--- config.mk ---
export PLATFORM = sky130hd
export DESIGN_NAME = ex_mem_top
export DESIGN_NICKNAME = d
export VERILOG_FILES = /design/src/rtl/ex_ctl_pkg.sv /design/src/rtl/ex_data_pkg.sv /design/src/rtl/ex_mem_if.sv /design/src/rtl/alu.sv /design/src/rtl/alu_control.sv /design/src/rtl/forwarding_unit.sv /design/src/rtl/ex_stage.sv /design/src/rtl/mem_stage.sv /design/src/rtl/ex_mem_top.sv
export VERILOG_INCLUDE_DIRS = /design/src /design/src/include
export SDC_FILE = /design/constraint.sdc
export NUM_CORES = 2
export LEC_CHECK = 0
export BUFFER_PORTS_ARGS = -buffer_cell sky130_fd_sc_hd__buf_2
export CORE_MARGIN = 2
export CORE_UTILIZATION = 30
export CTS_CLUSTER_DIAMETER = 150
export DETAILED_ROUTE_END_ITERATION = 8
export GPL_TIMING_DRIVEN = 0
export SETUP_SLACK_MARGIN = 0.02
export SLEW_MARGIN = 25
export SYNTH_ARGS = -nofsm -noshare
export SYNTH_HDL_FRONTEND = slang
export SYNTH_SLANG_ARGS = --single-unit
--- constraint.sdc ---
create_clock -name i_clk -period 7.2 [get_ports i_clk]
set_clock_uncertainty 0.2 [all_clocks]
set_input_delay 1.44 -clock i_clk [delete_from_list [all_inputs] [get_ports i_clk]]
set_output_delay 1.44 -clock i_clk [all_outputs]
set_load 0.02 [all_outputs]
--- src/include/ex_macros.svh ---
`ifndef EX_MACROS_SVH
`define EX_MACROS_SVH

// data path widths
`define NB_BITS      32
`define NB_REG       5
`define NB_FUNCTION  6
`define NB_ALU_OP    4

// data memory depth in words
`define DMEM_WORDS   64
`define RETURN_REG   31  // link register

`endif

--- src/rtl/ex_ctl_pkg.sv ---
`include "ex_macros.svh"

package ex_ctl_pkg;

   // operation class from the decoder
   typedef enum logic [`NB_ALU_OP-1:0] {
      ALUOP_ADD   = 4'd0,  // loads, stores, addi
      ALUOP_SUB   = 4'd1,
      ALUOP_RTYPE = 4'd2,  // look at function field
      ALUOP_AND   = 4'd3,
      ALUOP_OR    = 4'd4,
      ALUOP_XOR   = 4'd5,
      ALUOP_SLT   = 4'd6,
      ALUOP_LUI   = 4'd7
   } alu_op_t;

   typedef enum logic [`NB_FUNCTION-1:0] {
      FN_SLL = 6'd0,  FN_SRL = 6'd2,  FN_SRA = 6'd3,
      FN_ADD = 6'd32, FN_SUB = 6'd34, FN_AND = 6'd36,
      FN_OR  = 6'd37, FN_XOR = 6'd38, FN_NOR = 6'd39,
      FN_SLT = 6'd42
   } funct_t;

   typedef enum logic [3:0] {
      ALU_ADD, ALU_SUB, ALU_AND, ALU_OR, ALU_XOR, ALU_NOR,
      ALU_SLT, ALU_SLL, ALU_SRL, ALU_SRA, ALU_LUI
   } alu_sel_t;

   typedef enum logic [1:0] {PC_TO_A, RS_TO_A, SEXT_TO_A} src_a_t;
   typedef enum logic {RT_TO_B, SEXT_TO_B} src_b_t;
   typedef enum logic [1:0] {DEST_FROM_RD, DEST_FROM_RT, DEST_TO_RETURN} dest_t;
   typedef enum logic [1:0] {FROM_ID_EX, FROM_EX_MEM, FROM_MEM_WB} fwd_t;

   typedef struct packed {
      logic reg_write;
      logic mem_to_reg;  // write back the loaded word
   } wb_ctl_t;

   typedef struct packed {
      logic mem_read;
      logic mem_write;
   } mem_ctl_t;

endpackage

--- src/rtl/ex_data_pkg.sv ---
`include "ex_macros.svh"

package ex_data_pkg;

   typedef logic [`NB_BITS-1:0] word_t;
   typedef logic [`NB_REG-1:0]  reg_num_t;

   typedef struct packed {
      ex_ctl_pkg::wb_ctl_t  wb_ctl;
      ex_ctl_pkg::mem_ctl_t mem_ctl;
      word_t                alu_out;
      word_t                store_data;  // forwarded rt
      reg_num_t             reg_dst;
   } ex_mem_t;

   typedef struct packed {
      ex_ctl_pkg::wb_ctl_t wb_ctl;
      reg_num_t            reg_dst;
      word_t               data;  // loaded word or alu result
   } mem_wb_t;

endpackage

--- src/rtl/ex_mem_if.sv ---
`timescale 1ns/1ps

interface ex_mem_if;

   ex_ctl_pkg::wb_ctl_t  wb_ctl;
   ex_ctl_pkg::mem_ctl_t mem_ctl;
   ex_data_pkg::word_t   alu_out;
   ex_data_pkg::word_t   store_data;
   ex_data_pkg::reg_num_t reg_dst;

   // execute stage side
   modport producer (output wb_ctl, output mem_ctl, output alu_out,
                     output store_data, output reg_dst);

   // memory stage side
   modport consumer (input wb_ctl, input mem_ctl, input alu_out,
                     input store_data, input reg_dst);

   // forwarding only needs to know who writes where
   modport monitor (input wb_ctl, input reg_dst);

endinterface

--- src/rtl/alu.sv ---
`timescale 1ns/1ps

module alu (
   input  ex_data_pkg::word_t   i_data_a,
   input  ex_data_pkg::word_t   i_data_b,
   input  ex_ctl_pkg::alu_sel_t i_sel,
   output ex_data_pkg::word_t   o_result
);

   localparam int NB_HALF = $bits(ex_data_pkg::word_t) / 2;

   logic [4:0] shamt;

   assign shamt = i_data_a[4:0];  // shift amount rides on operand a

   always_comb begin
      case (i_sel)
         ex_ctl_pkg::ALU_ADD: o_result = i_data_a + i_data_b;
         ex_ctl_pkg::ALU_SUB: o_result = i_data_a - i_data_b;
         ex_ctl_pkg::ALU_AND: o_result = i_data_a & i_data_b;
         ex_ctl_pkg::ALU_OR:  o_result = i_data_a | i_data_b;
         ex_ctl_pkg::ALU_XOR: o_result = i_data_a ^ i_data_b;
         ex_ctl_pkg::ALU_NOR: o_result = ~(i_data_a | i_data_b);
         ex_ctl_pkg::ALU_SLT: begin
            o_result = ex_data_pkg::word_t'($signed(i_data_a) < $signed(i_data_b));
         end
         ex_ctl_pkg::ALU_SLL: o_result = i_data_b << shamt;
         ex_ctl_pkg::ALU_SRL: o_result = i_data_b >> shamt;
         ex_ctl_pkg::ALU_SRA: o_result = $signed(i_data_b) >>> shamt;  // keeps sign
         ex_ctl_pkg::ALU_LUI: o_result = {i_data_b[NB_HALF-1:0], {NB_HALF{1'b0}}};
         default:             o_result = i_data_a + i_data_b;
      endcase
   end

endmodule

--- src/rtl/alu_control.sv ---
`timescale 1ns/1ps

module alu_control (
   input  ex_ctl_pkg::alu_op_t  i_alu_op,
   input  ex_ctl_pkg::funct_t   i_function,
   output ex_ctl_pkg::alu_sel_t o_sel
);

   ex_ctl_pkg::alu_sel_t rtype_sel;

   // r-type decode on the function field
   always_comb begin
      case (i_function)
         ex_ctl_pkg::FN_SLL: rtype_sel = ex_ctl_pkg::ALU_SLL;
         ex_ctl_pkg::FN_SRL: rtype_sel = ex_ctl_pkg::ALU_SRL;
         ex_ctl_pkg::FN_SRA: rtype_sel = ex_ctl_pkg::ALU_SRA;
         ex_ctl_pkg::FN_ADD: rtype_sel = ex_ctl_pkg::ALU_ADD;
         ex_ctl_pkg::FN_SUB: rtype_sel = ex_ctl_pkg::ALU_SUB;
         ex_ctl_pkg::FN_AND: rtype_sel = ex_ctl_pkg::ALU_AND;
         ex_ctl_pkg::FN_OR:  rtype_sel = ex_ctl_pkg::ALU_OR;
         ex_ctl_pkg::FN_XOR: rtype_sel = ex_ctl_pkg::ALU_XOR;
         ex_ctl_pkg::FN_NOR: rtype_sel = ex_ctl_pkg::ALU_NOR;
         ex_ctl_pkg::FN_SLT: rtype_sel = ex_ctl_pkg::ALU_SLT;
         default:            rtype_sel = ex_ctl_pkg::ALU_ADD;  // unknown code
      endcase
   end

   always_comb begin
      case (i_alu_op)
         ex_ctl_pkg::ALUOP_ADD:   o_sel = ex_ctl_pkg::ALU_ADD;
         ex_ctl_pkg::ALUOP_SUB:   o_sel = ex_ctl_pkg::ALU_SUB;
         ex_ctl_pkg::ALUOP_RTYPE: o_sel = rtype_sel;
         ex_ctl_pkg::ALUOP_AND:   o_sel = ex_ctl_pkg::ALU_AND;
         ex_ctl_pkg::ALUOP_OR:    o_sel = ex_ctl_pkg::ALU_OR;
         ex_ctl_pkg::ALUOP_XOR:   o_sel = ex_ctl_pkg::ALU_XOR;
         ex_ctl_pkg::ALUOP_SLT:   o_sel = ex_ctl_pkg::ALU_SLT;
         ex_ctl_pkg::ALUOP_LUI:   o_sel = ex_ctl_pkg::ALU_LUI;
         default:                 o_sel = ex_ctl_pkg::ALU_ADD;
      endcase
   end

endmodule

--- src/rtl/forwarding_unit.sv ---
`timescale 1ns/1ps

module forwarding_unit (
   input  ex_data_pkg::reg_num_t i_rs_num,
   input  ex_data_pkg::reg_num_t i_rt_num,
   ex_mem_if.monitor             ex_mem,
   input  ex_data_pkg::mem_wb_t  i_mem_wb,
   output ex_ctl_pkg::fwd_t      o_fwd_a,
   output ex_ctl_pkg::fwd_t      o_fwd_b
);

   // newest pending write wins, r0 never forwarded
   function automatic ex_ctl_pkg::fwd_t pick_src(
      input ex_data_pkg::reg_num_t num,
      input logic                  exm_write,
      input ex_data_pkg::reg_num_t exm_dst,
      input logic                  mwb_write,
      input ex_data_pkg::reg_num_t mwb_dst
   );
      if (exm_write && (exm_dst != '0) && (exm_dst == num))
         return ex_ctl_pkg::FROM_EX_MEM;
      else if (mwb_write && (mwb_dst != '0) && (mwb_dst == num))
         return ex_ctl_pkg::FROM_MEM_WB;
      else
         return ex_ctl_pkg::FROM_ID_EX;
   endfunction

   assign o_fwd_a = pick_src(i_rs_num, ex_mem.wb_ctl.reg_write, ex_mem.reg_dst,
                             i_mem_wb.wb_ctl.reg_write, i_mem_wb.reg_dst);
   assign o_fwd_b = pick_src(i_rt_num, ex_mem.wb_ctl.reg_write, ex_mem.reg_dst,
                             i_mem_wb.wb_ctl.reg_write, i_mem_wb.reg_dst);

endmodule

--- src/rtl/ex_stage.sv ---
`timescale 1ns/1ps
`include "ex_macros.svh"

module ex_stage (
   input  logic                  i_clk,
   input  logic                  i_rst,
   input  logic                  i_stall,
   input  ex_ctl_pkg::alu_op_t   i_alu_op,
   input  ex_ctl_pkg::funct_t    i_function,
   input  ex_ctl_pkg::src_a_t    i_src_a_sel,
   input  ex_ctl_pkg::src_b_t    i_src_b_sel,
   input  ex_ctl_pkg::dest_t     i_dest_sel,
   input  ex_ctl_pkg::fwd_t      i_fwd_a,
   input  ex_ctl_pkg::fwd_t      i_fwd_b,
   input  ex_data_pkg::reg_num_t i_rt_num,
   input  ex_data_pkg::reg_num_t i_rd_num,
   input  ex_data_pkg::word_t    i_rs_data,
   input  ex_data_pkg::word_t    i_rt_data,
   input  ex_data_pkg::word_t    i_sign_ext,
   input  ex_data_pkg::word_t    i_pc_4,
   input  ex_ctl_pkg::wb_ctl_t   i_wb_ctl,
   input  ex_ctl_pkg::mem_ctl_t  i_mem_ctl,
   input  ex_data_pkg::word_t    i_wb_fwd,  // value in mem/wb
   ex_mem_if.producer            ex_mem,
   output ex_data_pkg::reg_num_t o_reg_dst
);

   ex_data_pkg::word_t   rs_val, rt_val;
   ex_data_pkg::word_t   data_a, data_b, alu_out;
   ex_ctl_pkg::alu_sel_t alu_sel;
   ex_data_pkg::ex_mem_t ex_mem_q;

   function automatic ex_data_pkg::word_t fwd_mux(
      input ex_ctl_pkg::fwd_t   sel,
      input ex_data_pkg::word_t id_ex_val,
      input ex_data_pkg::word_t ex_mem_val,
      input ex_data_pkg::word_t mem_wb_val
   );
      case (sel)
         ex_ctl_pkg::FROM_EX_MEM: return ex_mem_val;
         ex_ctl_pkg::FROM_MEM_WB: return mem_wb_val;
         default:                 return id_ex_val;
      endcase
   endfunction

   // register values after forwarding, own record gives the ex/mem path
   assign rs_val = fwd_mux(i_fwd_a, i_rs_data, ex_mem.alu_out, i_wb_fwd);
   assign rt_val = fwd_mux(i_fwd_b, i_rt_data, ex_mem.alu_out, i_wb_fwd);

   always_comb begin
      case (i_src_a_sel)
         ex_ctl_pkg::PC_TO_A:   data_a = i_pc_4;  // link
         ex_ctl_pkg::RS_TO_A:   data_a = rs_val;
         ex_ctl_pkg::SEXT_TO_A: data_a = i_sign_ext;
         default:               data_a = '0;
      endcase
   end

   assign data_b = (i_src_b_sel == ex_ctl_pkg::SEXT_TO_B) ? i_sign_ext : rt_val;

   always_comb begin
      case (i_dest_sel)
         ex_ctl_pkg::DEST_FROM_RT:   o_reg_dst = i_rt_num;
         ex_ctl_pkg::DEST_TO_RETURN: o_reg_dst = ex_data_pkg::reg_num_t'(`RETURN_REG);
         default:                    o_reg_dst = i_rd_num;
      endcase
   end

   alu_control alu_control_i (.i_alu_op(i_alu_op), .i_function(i_function), .o_sel(alu_sel));

   alu alu_i (.i_data_a(data_a), .i_data_b(data_b), .i_sel(alu_sel), .o_result(alu_out));

   always_ff @(posedge i_clk) begin
      if (i_rst) begin
         ex_mem_q <= '0;
      end else if (!i_stall) begin
         ex_mem_q <= '{wb_ctl: i_wb_ctl, mem_ctl: i_mem_ctl, alu_out: alu_out,
                       store_data: rt_val, reg_dst: o_reg_dst};
      end
   end

   assign ex_mem.wb_ctl     = ex_mem_q.wb_ctl;
   assign ex_mem.mem_ctl    = ex_mem_q.mem_ctl;
   assign ex_mem.alu_out    = ex_mem_q.alu_out;
   assign ex_mem.store_data = ex_mem_q.store_data;
   assign ex_mem.reg_dst    = ex_mem_q.reg_dst;

endmodule

--- src/rtl/mem_stage.sv ---
`timescale 1ns/1ps
`include "ex_macros.svh"

module mem_stage (
   input  logic                 i_clk,
   input  logic                 i_rst,
   input  logic                 i_stall,
   ex_mem_if.consumer           ex_mem,
   output ex_data_pkg::mem_wb_t o_mem_wb
);

   localparam int NB_ADDR = $clog2(`DMEM_WORDS);

   ex_data_pkg::word_t   dmem [`DMEM_WORDS];
   logic [NB_ADDR-1:0]   word_idx;
   ex_data_pkg::word_t   load_data;
   ex_data_pkg::word_t   wb_data;
   ex_data_pkg::mem_wb_t mem_wb_q;

   // byte address to word index, wraps at the depth
   assign word_idx = ex_mem.alu_out[NB_ADDR+1:2];

   // asynchronous read
   assign load_data = ex_mem.mem_ctl.mem_read ? dmem[word_idx] : '0;

   always_ff @(posedge i_clk) begin
      if (ex_mem.mem_ctl.mem_write && !i_stall) begin
         dmem[word_idx] <= ex_mem.store_data;
      end
   end

   assign wb_data = ex_mem.wb_ctl.mem_to_reg ? load_data : ex_mem.alu_out;

   always_ff @(posedge i_clk) begin
      if (i_rst) begin
         mem_wb_q <= '0;
      end else if (!i_stall) begin
         mem_wb_q <= '{wb_ctl: ex_mem.wb_ctl, reg_dst: ex_mem.reg_dst, data: wb_data};
      end
   end

   assign o_mem_wb = mem_wb_q;

endmodule

--- src/rtl/ex_mem_top.sv ---
`timescale 1ns/1ps

module ex_mem_top (
   input  logic                  i_clk,
   input  logic                  i_rst,
   input  logic                  i_stall,
   input  ex_ctl_pkg::alu_op_t   i_alu_op,
   input  ex_ctl_pkg::funct_t    i_function,
   input  ex_ctl_pkg::src_a_t    i_src_a_sel,
   input  ex_ctl_pkg::src_b_t    i_src_b_sel,
   input  ex_ctl_pkg::dest_t     i_dest_sel,
   input  ex_data_pkg::reg_num_t i_rs_num,
   input  ex_data_pkg::reg_num_t i_rt_num,
   input  ex_data_pkg::reg_num_t i_rd_num,
   input  ex_data_pkg::word_t    i_rs_data,
   input  ex_data_pkg::word_t    i_rt_data,
   input  ex_data_pkg::word_t    i_sign_ext,
   input  ex_data_pkg::word_t    i_pc_4,
   input  logic                  i_reg_write,
   input  logic                  i_mem_to_reg,
   input  logic                  i_mem_read,
   input  logic                  i_mem_write,
   output ex_data_pkg::reg_num_t o_ex_reg_dst,  // to the bubble unit
   output logic                  o_wb_reg_write,
   output ex_data_pkg::reg_num_t o_wb_reg_dst,
   output ex_data_pkg::word_t    o_wb_data
);

   ex_ctl_pkg::wb_ctl_t  wb_ctl;
   ex_ctl_pkg::mem_ctl_t mem_ctl;
   ex_ctl_pkg::fwd_t     fwd_a, fwd_b;
   ex_data_pkg::mem_wb_t mem_wb;

   assign wb_ctl  = '{reg_write: i_reg_write, mem_to_reg: i_mem_to_reg};
   assign mem_ctl = '{mem_read: i_mem_read, mem_write: i_mem_write};

   ex_mem_if ex_mem_bus ();

   forwarding_unit forwarding_unit_i (
      .i_rs_num(i_rs_num), .i_rt_num(i_rt_num), .ex_mem(ex_mem_bus.monitor),
      .i_mem_wb(mem_wb), .o_fwd_a(fwd_a), .o_fwd_b(fwd_b)
   );

   ex_stage ex_stage_i (
      .i_clk(i_clk), .i_rst(i_rst), .i_stall(i_stall),
      .i_alu_op(i_alu_op), .i_function(i_function),
      .i_src_a_sel(i_src_a_sel), .i_src_b_sel(i_src_b_sel), .i_dest_sel(i_dest_sel),
      .i_fwd_a(fwd_a), .i_fwd_b(fwd_b),
      .i_rt_num(i_rt_num), .i_rd_num(i_rd_num),
      .i_rs_data(i_rs_data), .i_rt_data(i_rt_data),
      .i_sign_ext(i_sign_ext), .i_pc_4(i_pc_4),
      .i_wb_ctl(wb_ctl), .i_mem_ctl(mem_ctl), .i_wb_fwd(mem_wb.data),
      .ex_mem(ex_mem_bus.producer), .o_reg_dst(o_ex_reg_dst)
   );

   mem_stage mem_stage_i (
      .i_clk(i_clk), .i_rst(i_rst), .i_stall(i_stall),
      .ex_mem(ex_mem_bus.consumer), .o_mem_wb(mem_wb)
   );

   assign o_wb_reg_write = mem_wb.wb_ctl.reg_write;
   assign o_wb_reg_dst   = mem_wb.reg_dst;
   assign o_wb_data      = mem_wb.data;

endmodule

# Word level (Yosys, flattened, before mapping)
# Memories as Yosys holds them, arrays and structs flattened. A register that Yosys moved wholly into a read port is not among the register bits.
# Index checks and enable logic that the tools add are counted.
[word_totals]
ff_bits = 111
ramBits = 2048
in_bits = 165
out_inout_bits = 43
word_cells = 88
mem_count = 1
[classes]
add_sub_neg = 2
magnitude_cmp = 1
eq_ne = 37
shifts = 3
n_mux = 18
bitwise = 4
n_reduce_logical = 12
[mem_list]
columns = ["name", "depth", "word_bits", "read_ports", "rd_ports_with_merged_regs", "wr", "line", "rtl"]
rows = [
  ["mem_stage_i.dmem", 64, 32, 1, 1, 1, "mem_stage.sv:14", "ex_data_pkg::word_t dmem [`DMEM_WORDS];"],
]
[ops]
columns = ["cell", "count"]
rows = [
  ["$pmux W32 S10", 1],
  ["$pmux W32 S2", 2],
  ["$mux W32", 3],
  ["$pmux W32 S3", 1],
  ["$eq A6 B6 Y1 const B", 6],
  ["$pmux W4 S9", 1],
  ["$add A32 B32 Y32", 1],
  ["$and A32 B32 Y32", 1],
  ["$eq A4 B3 Y1 const B", 8],
  ["$lt A32 B32 Y1", 1],
  ["$not A32 Y32", 1],
  ["$or A32 B32 Y32", 1],
  ["$shl A32 B5 Y32", 1],
  ["$shr A32 B5 Y32", 1],
  ["$sshr A32 B5 Y32", 1],
  ["$sub A32 B32 Y32", 1],
  ["$xor A32 B32 Y32", 1],
  ["$pmux W4 S7", 1],
  ["$eq A5 B5 Y1", 4],
  ["$eq A4 B2 Y1 const B", 4],
  ["$eq A4 B4 Y1 const B", 3],
  ["$eq A6 B2 Y1 const B", 2],
  ["$mux W6", 2],
  ["$pmux W5 S2", 1],
  ["10 further kinds", 28],
]

# Logic depth before layout (Yosys ltp)
[logic_depth]
word_depth = 13
mapped_depth = 26

# Cells and area by module
# From an unflattened synthesis, not the netlist that was laid out.
[unflattened]
cells_unflattened = 6618
area_unflattened_um2 = 95100.0
[modules_own_cells]
columns = ["mod", "n_inst", "cells_per_inst", "area_per_inst_um2", "seq_area_each_um2"]
rows = [
  ["mem_stage", 1, 4625, 79638.9, 62279.7],
  ["alu", 1, 1348, 9643.0, 0.0],
  ["ex_stage", 1, 573, 5282.6, 1461.4],
  ["alu_control", 1, 38, 277.8, 0.0],
  ["forwarding_unit", 1, 34, 257.7, 0.0],
]

# Least setup slack after synthesis
# Ideal clock, no wire load.
[synth_path]
path_type = "input to register"
start = "in i_rs_num[4]"
end = "reg ex_stage_i.ex_mem_q (netlist bit ex_stage_i.ex_mem.alu_out[23])"
setup_time_ps = 131
arrival_ps = 5949
required_ps = 6869
slack_ps = 920
cell_stages = 22
n_path_buf = 4
path_cell_list = "xnor2_1 nand3_1 or3_1 buf_4 and3_1 o32a_2 buf_2 buf_2 buf_1 ha_1 a21o_1 a21oi_1 o21ai_0 a21oi_1 nand2b_1 a2111oi_2 o32ai_2 nand3_1 a31o_1 a221o_1 a221oi_1 nor3_1"
[synth_via]
elab_chain_len = 10
[synth_lines]
columns = ["item", "line", "rtl"]
rows = [
  ["start: declaration", "ex_mem_top.sv:12", "input ex_data_pkg::reg_num_t i_rs_num,"],
  ["$eq A5 B5 Y1", "forwarding_unit.sv:22", "else if (mwb_write && (mwb_dst != '0) && (mwb_dst == num))"],
  ["$logic_and A1 B1 Y1", "forwarding_unit.sv:22", ""],
  ["$mux W2", "forwarding_unit.sv:22", ""],
  ["$mux W2 *", "forwarding_unit.sv:20", "if (exm_write && (exm_dst != '0) && (exm_dst == num))"],
  ["$eq A2 B2 Y1 or $eq A2 B1 Y1 (tied branches)", "ex_stage.sv:39", "case (sel)"],
  ["$pmux W32 S2 *", "ex_stage.sv:39", ""],
  ["$pmux W32 S3 *", "ex_stage.sv:51", "case (i_src_a_sel)"],
  ["branches (longest 2 deep; another with $add A32 B32 Y32)", "--", ""],
  ["$pmux W32 S10 *", "alu.sv:17", "case (i_sel)"],
  ["end signal: assignment", "ex_stage.sv:77", "ex_mem_q <= '{wb_ctl: i_wb_ctl, mem_ctl: i_mem_ctl, alu_out: alu_out,"],
  ["end: declaration", "ex_stage.sv:31", "ex_data_pkg::ex_mem_t ex_mem_q;"],
]
# Every way passes the cells marked *.
# A chain may end at the register's enable or synchronous reset.

# Final worst setup path
[layout_path]
start = "in i_rt_num[0]"
end = "reg ex_stage_i.ex_mem_q (netlist bit ex_stage_i.ex_mem.alu_out[23])"
[layout_via]
elab_chain_len = 10
[layout_lines]
columns = ["item", "line", "rtl"]
rows = [
  ["start: declaration", "ex_mem_top.sv:13", "input ex_data_pkg::reg_num_t i_rt_num,"],
  ["$eq A5 B5 Y1", "forwarding_unit.sv:22", ""],
  ["$logic_and A1 B1 Y1", "forwarding_unit.sv:22", ""],
  ["$mux W2", "forwarding_unit.sv:22", ""],
  ["$mux W2 *", "forwarding_unit.sv:20", ""],
  ["$eq A2 B2 Y1 or $eq A2 B1 Y1 (tied branches)", "ex_stage.sv:39", ""],
  ["$pmux W32 S2 *", "ex_stage.sv:39", ""],
  ["$mux W32 *", "ex_stage.sv:59", "assign data_b = (i_src_b_sel == ex_ctl_pkg::SEXT_TO_B) ? i_sign_ext : rt_val;"],
  ["branches (longest 2 deep; another with $add A32 B32 Y32)", "--", ""],
  ["$pmux W32 S10 *", "alu.sv:17", ""],
]
# Marks and branches as above.

==> flow_summary.yaml <==
sta:
  grt_setup_unrepaired: "no"
  tightestPinTransition_ns: 1.20
  layout_setup_ws_ns: 0.0662
  slew_violations: 0
  maxSlewHeadroom: 0.193
  timing.fmax_mhz: 140
  min_period_over_period: 0.991
  fin_crit_ns: 7.13
  hold_viol: 0
  setup_viol: 0
cts:
  path_clk_slew_ns: 0.07
  cts.sinks: 2165
  cts_tree: "yes"
  cts_root_buf: "clkbuf_16"
  clk_path_buf_depth: 4
  htreeDepth: 4
  numCtsBuffers: 222
  insertion_delay_ns: 0.90
  cts-hold-fix-buffers: 0
final_layout:
  fin_nets: 6363
  drive_gt1_frac: 0.276
  final_util: 0.360
  syn_to_final_growth_pct: 19.5
  design_area_mm2: 0.113
synth:
  synth_top_area_share: 0.648
  syn-num-nets: 5755
  yosysTopAreaCell: "edfxtp_1"
  yosysSeqAreaShare: 0.672
  yosysWarnings: 0
  synth_seq_cells: 2165
  synth-edff-count: 2048
  synth.cell_area_mm2: 0.0950
  netlist_top_cells_area: "edfxtp_1 (65%), mux4_2 (15%), dfxtp_1 (2.5%)"
  synthCells: 5508
  ys_types: 101
  avgSynthCellArea_um2: 17.2
  synthArstFlopShare: 0
  synth-main-ff-cell: "edfxtp_1"
critical_path:
  reg2reg_slack_ns: 0.16
  critical_path_required_ns: 7.74
  reg2regPathDepth: 22
  critPathMaxFanout: 10
  criticalPathCategory: "primary input to register"
  timing.rr.start: "ex_stage_i.ex_mem.reg_dst[4]$_SDFFE_PP0N_"
  worstReg2RegEnd: "ex_stage_i.ex_mem.alu_out[23]$_SDFFE_PP0N_"
  start_kind: "primary input"
  cp-end-kind: "register"
  worstSetupStartpoint: "i_rt_num[0]"
  cp_data_arrival_time_ns: 7.67
  endpoint: "ex_stage_i.ex_mem.alu_out[23]$_SDFFE_PP0N_"
route:
  post-route-drc-count: 0
  wl_met1_um: 156000
  vias: 61100
  dr_wl_met2_um: 171000
  wl_per_cell_um: 36.8
  drt_iter0_drc: 9356
  vias_per_cell: 5.84
  top_layer: "met5"
  drt_pass1_iterations: 6
  met3_length_um: 42400
  ant_nets: 0
  routed_wl_um: 385000
flow_run:
  drv_cap: 0
power:
  power_density_mw_per_mm2: 262
  p_leak_nw: 34.4
  vdd_drop_max_uv: 222
worst_hold_path:
  min_from: "ex_stage_i.ex_mem.store_data[31]$_SDFFE_PP0N_"
  hold_path_class: "register to register"
  hold-path-cell-count: 2
global_route:
  grt_max_degree: 66
  antenna_found_initial: 30
  grt_pass1_vias: 58400
  grt-ovfl-total: 0
  grt_first_pass_wirelength_um: 516000
  grtUsageTotal: 0.233
placed_design:
  dp_worst_setup_slack_ns: -2.55
  dpl_cell_area_mm2: 0.106
  place.port_buffers: 200
  hpwlAfterDp_um: 289000
  place_congestion: 1.01
floorplanning:
  die-area_mm2: 0.321
  start_util: 0.302
  ios: 208
  dieHeight_um: 567
  fp.coreArea_mm2: 0.315
  row_count: 206
  die_width_um: 567
outcome:
  outcome: "completed"
==> flip-flops by register name, summed over array words and instances (netlist names), named ones only <==
| name | cells |
|---|---|
| mem_stage_i.o_mem_wb | 38 |
| mem_stage_i.dmem | 2048 |
| ex_stage_i.ex_mem.wb_ctl | 2 |
| ex_stage_i.ex_mem.alu_out | 32 |
| ex_stage_i.ex_mem.store_data | 32 |
| ex_stage_i.ex_mem.reg_dst | 5 |
| ex_stage_i.ex_mem.mem_ctl | 2 |
==> worst max-delay path, cell delays in order <==
cell      delay, ns
buf_2          0.14
xnor2_1        0.18
and4_1         0.26
clkbuf_1       0.25
buf_4          0.25
clkbuf_1       0.39
nand3_1        0.25
a311oi_1       0.66
a21oi_2        0.29
ha_1           0.50
o21bai_1       0.16
a21oi_1        0.23
o21bai_2       0.15
a211o_1        0.33
and4_1         0.28
o21bai_1       0.40
o211ai_1       0.22
a21boi_1       0.33
o221ai_1       0.28
a221oi_4       0.54
nor3_1         0.10
==> timing repair <==
action,in CTS,in global routing
pin swaps,2,0
buffers inserted,4,0
endpoints found under the setup margin,32,14
resized for setup,25,29
==> cells by family (layout without fill, tap and decap cells) <==
family	after synthesis	after routing	share of synthesized area
AO/OA/AOI/OAI	1048	1048	0.0755
XOR/XNOR	42	42	0.00387
adder cells (fa/ha/maj)	82	82	0.0110
buffers and inverters	492	1276	0.0215
flip-flops	2165	2165	0.672
multiplexers	848	848	0.176
other	0	9	0
AND/OR/NAND/NOR	831	831	0.0397
==> worst min-delay path by stage <==
stage                                                     to  slack (ns)
6_report       ex_stage_i.ex_mem.store_data[31]$_SDFFE_PP0N_        0.33
5_1_grt                   mem_stage_i.dmem[16][28]$_DFFE_PP_        0.35
4_1_cts        ex_stage_i.ex_mem.store_data[31]$_SDFFE_PP0N_        0.34
3_5_place_dp              mem_stage_i.dmem[52][10]$_DFFE_PP_        0.32
3_3_place_gp           mem_stage_i.o_mem_wb[38]$_SDFFE_PP0N_        0.37
2_1_floorplan     ex_stage_i.ex_mem.alu_out[20]$_SDFFE_PP0N_        0.25
==> where the power goes <==
group / internal [mW] / leakage, nW / total (mW) / switching [mW]
Clock: 6.38 / 3.41 / 11.3 / 4.90
Combinational: 1.46 / 12.5 / 4.41 / 2.95
Sequential: 13.8 / 18.6 / 14.1 / 0.238
Total: 21.7 / 34.4 / 29.8 / 8.09
==> cells in the final DEF (no fill, tap or decap), drive strengths merged, types with 34 or more instances in the layout <==
master and n:
mux4 651, a211oi 167, nor3 96, buf 509, xnor2 34, a221oi 43
o21ai 173, a311oi 43, mux2i 194, clkinv 108, nand3 91, inv 121
o211ai 48, edfxtp 2048, a31oi 55, a21oi 286, dfxtp 117, nor2b 36
ha 80, nand2 169, nor2 333, clkbuf 510
==> synthesized netlist by cell type (all sizes together) (96+ instances only) <==
cell type	n
a211oi	167
o21ai	173
a21oi	286
buf	142
clkbuf	234
inv	114
mux4	651
edfxtp	2048
dfxtp	117
nor3	96
nor2	333
mux2i	194
nand2	169
==> per-stage QoR <==
step	setup TNS [ns]	power (mW)	hold slack, ns	instances
3_5_place_dp	-59.50	18.6	0.323	10100
4_1_cts	0	29.8	0.337	10500
6_report	0	29.8	0.333	10500
2_1_floorplan	0	16.5	0.254	5508
5_1_grt	0	30.4	0.348	10500
3_3_place_gp	-694.29	18.5	0.365	9868
==> layer usage <==
layer	track usage	vias up
li1	-	24000
met1	0.323	32500
met2	0.354	4044
met3	0.0586	582
met4	0.0837	10
met5	0.00268	-
==> cell type report <==
class,instances,area [um^2]
Fill cell,29400,202000
Sequential cell,2165,64000
Multi-Input combinational cell,2851,29900
Clock buffer,261,5720
Timing Repair Buffer,390,5220
Tap cell,4160,5200
Buffer,370,1720
Clock inverter,139,1230
Inverter,116,442
Antenna cell,9,22.5
Note: power is estimated with default switching activity, not from simulation.
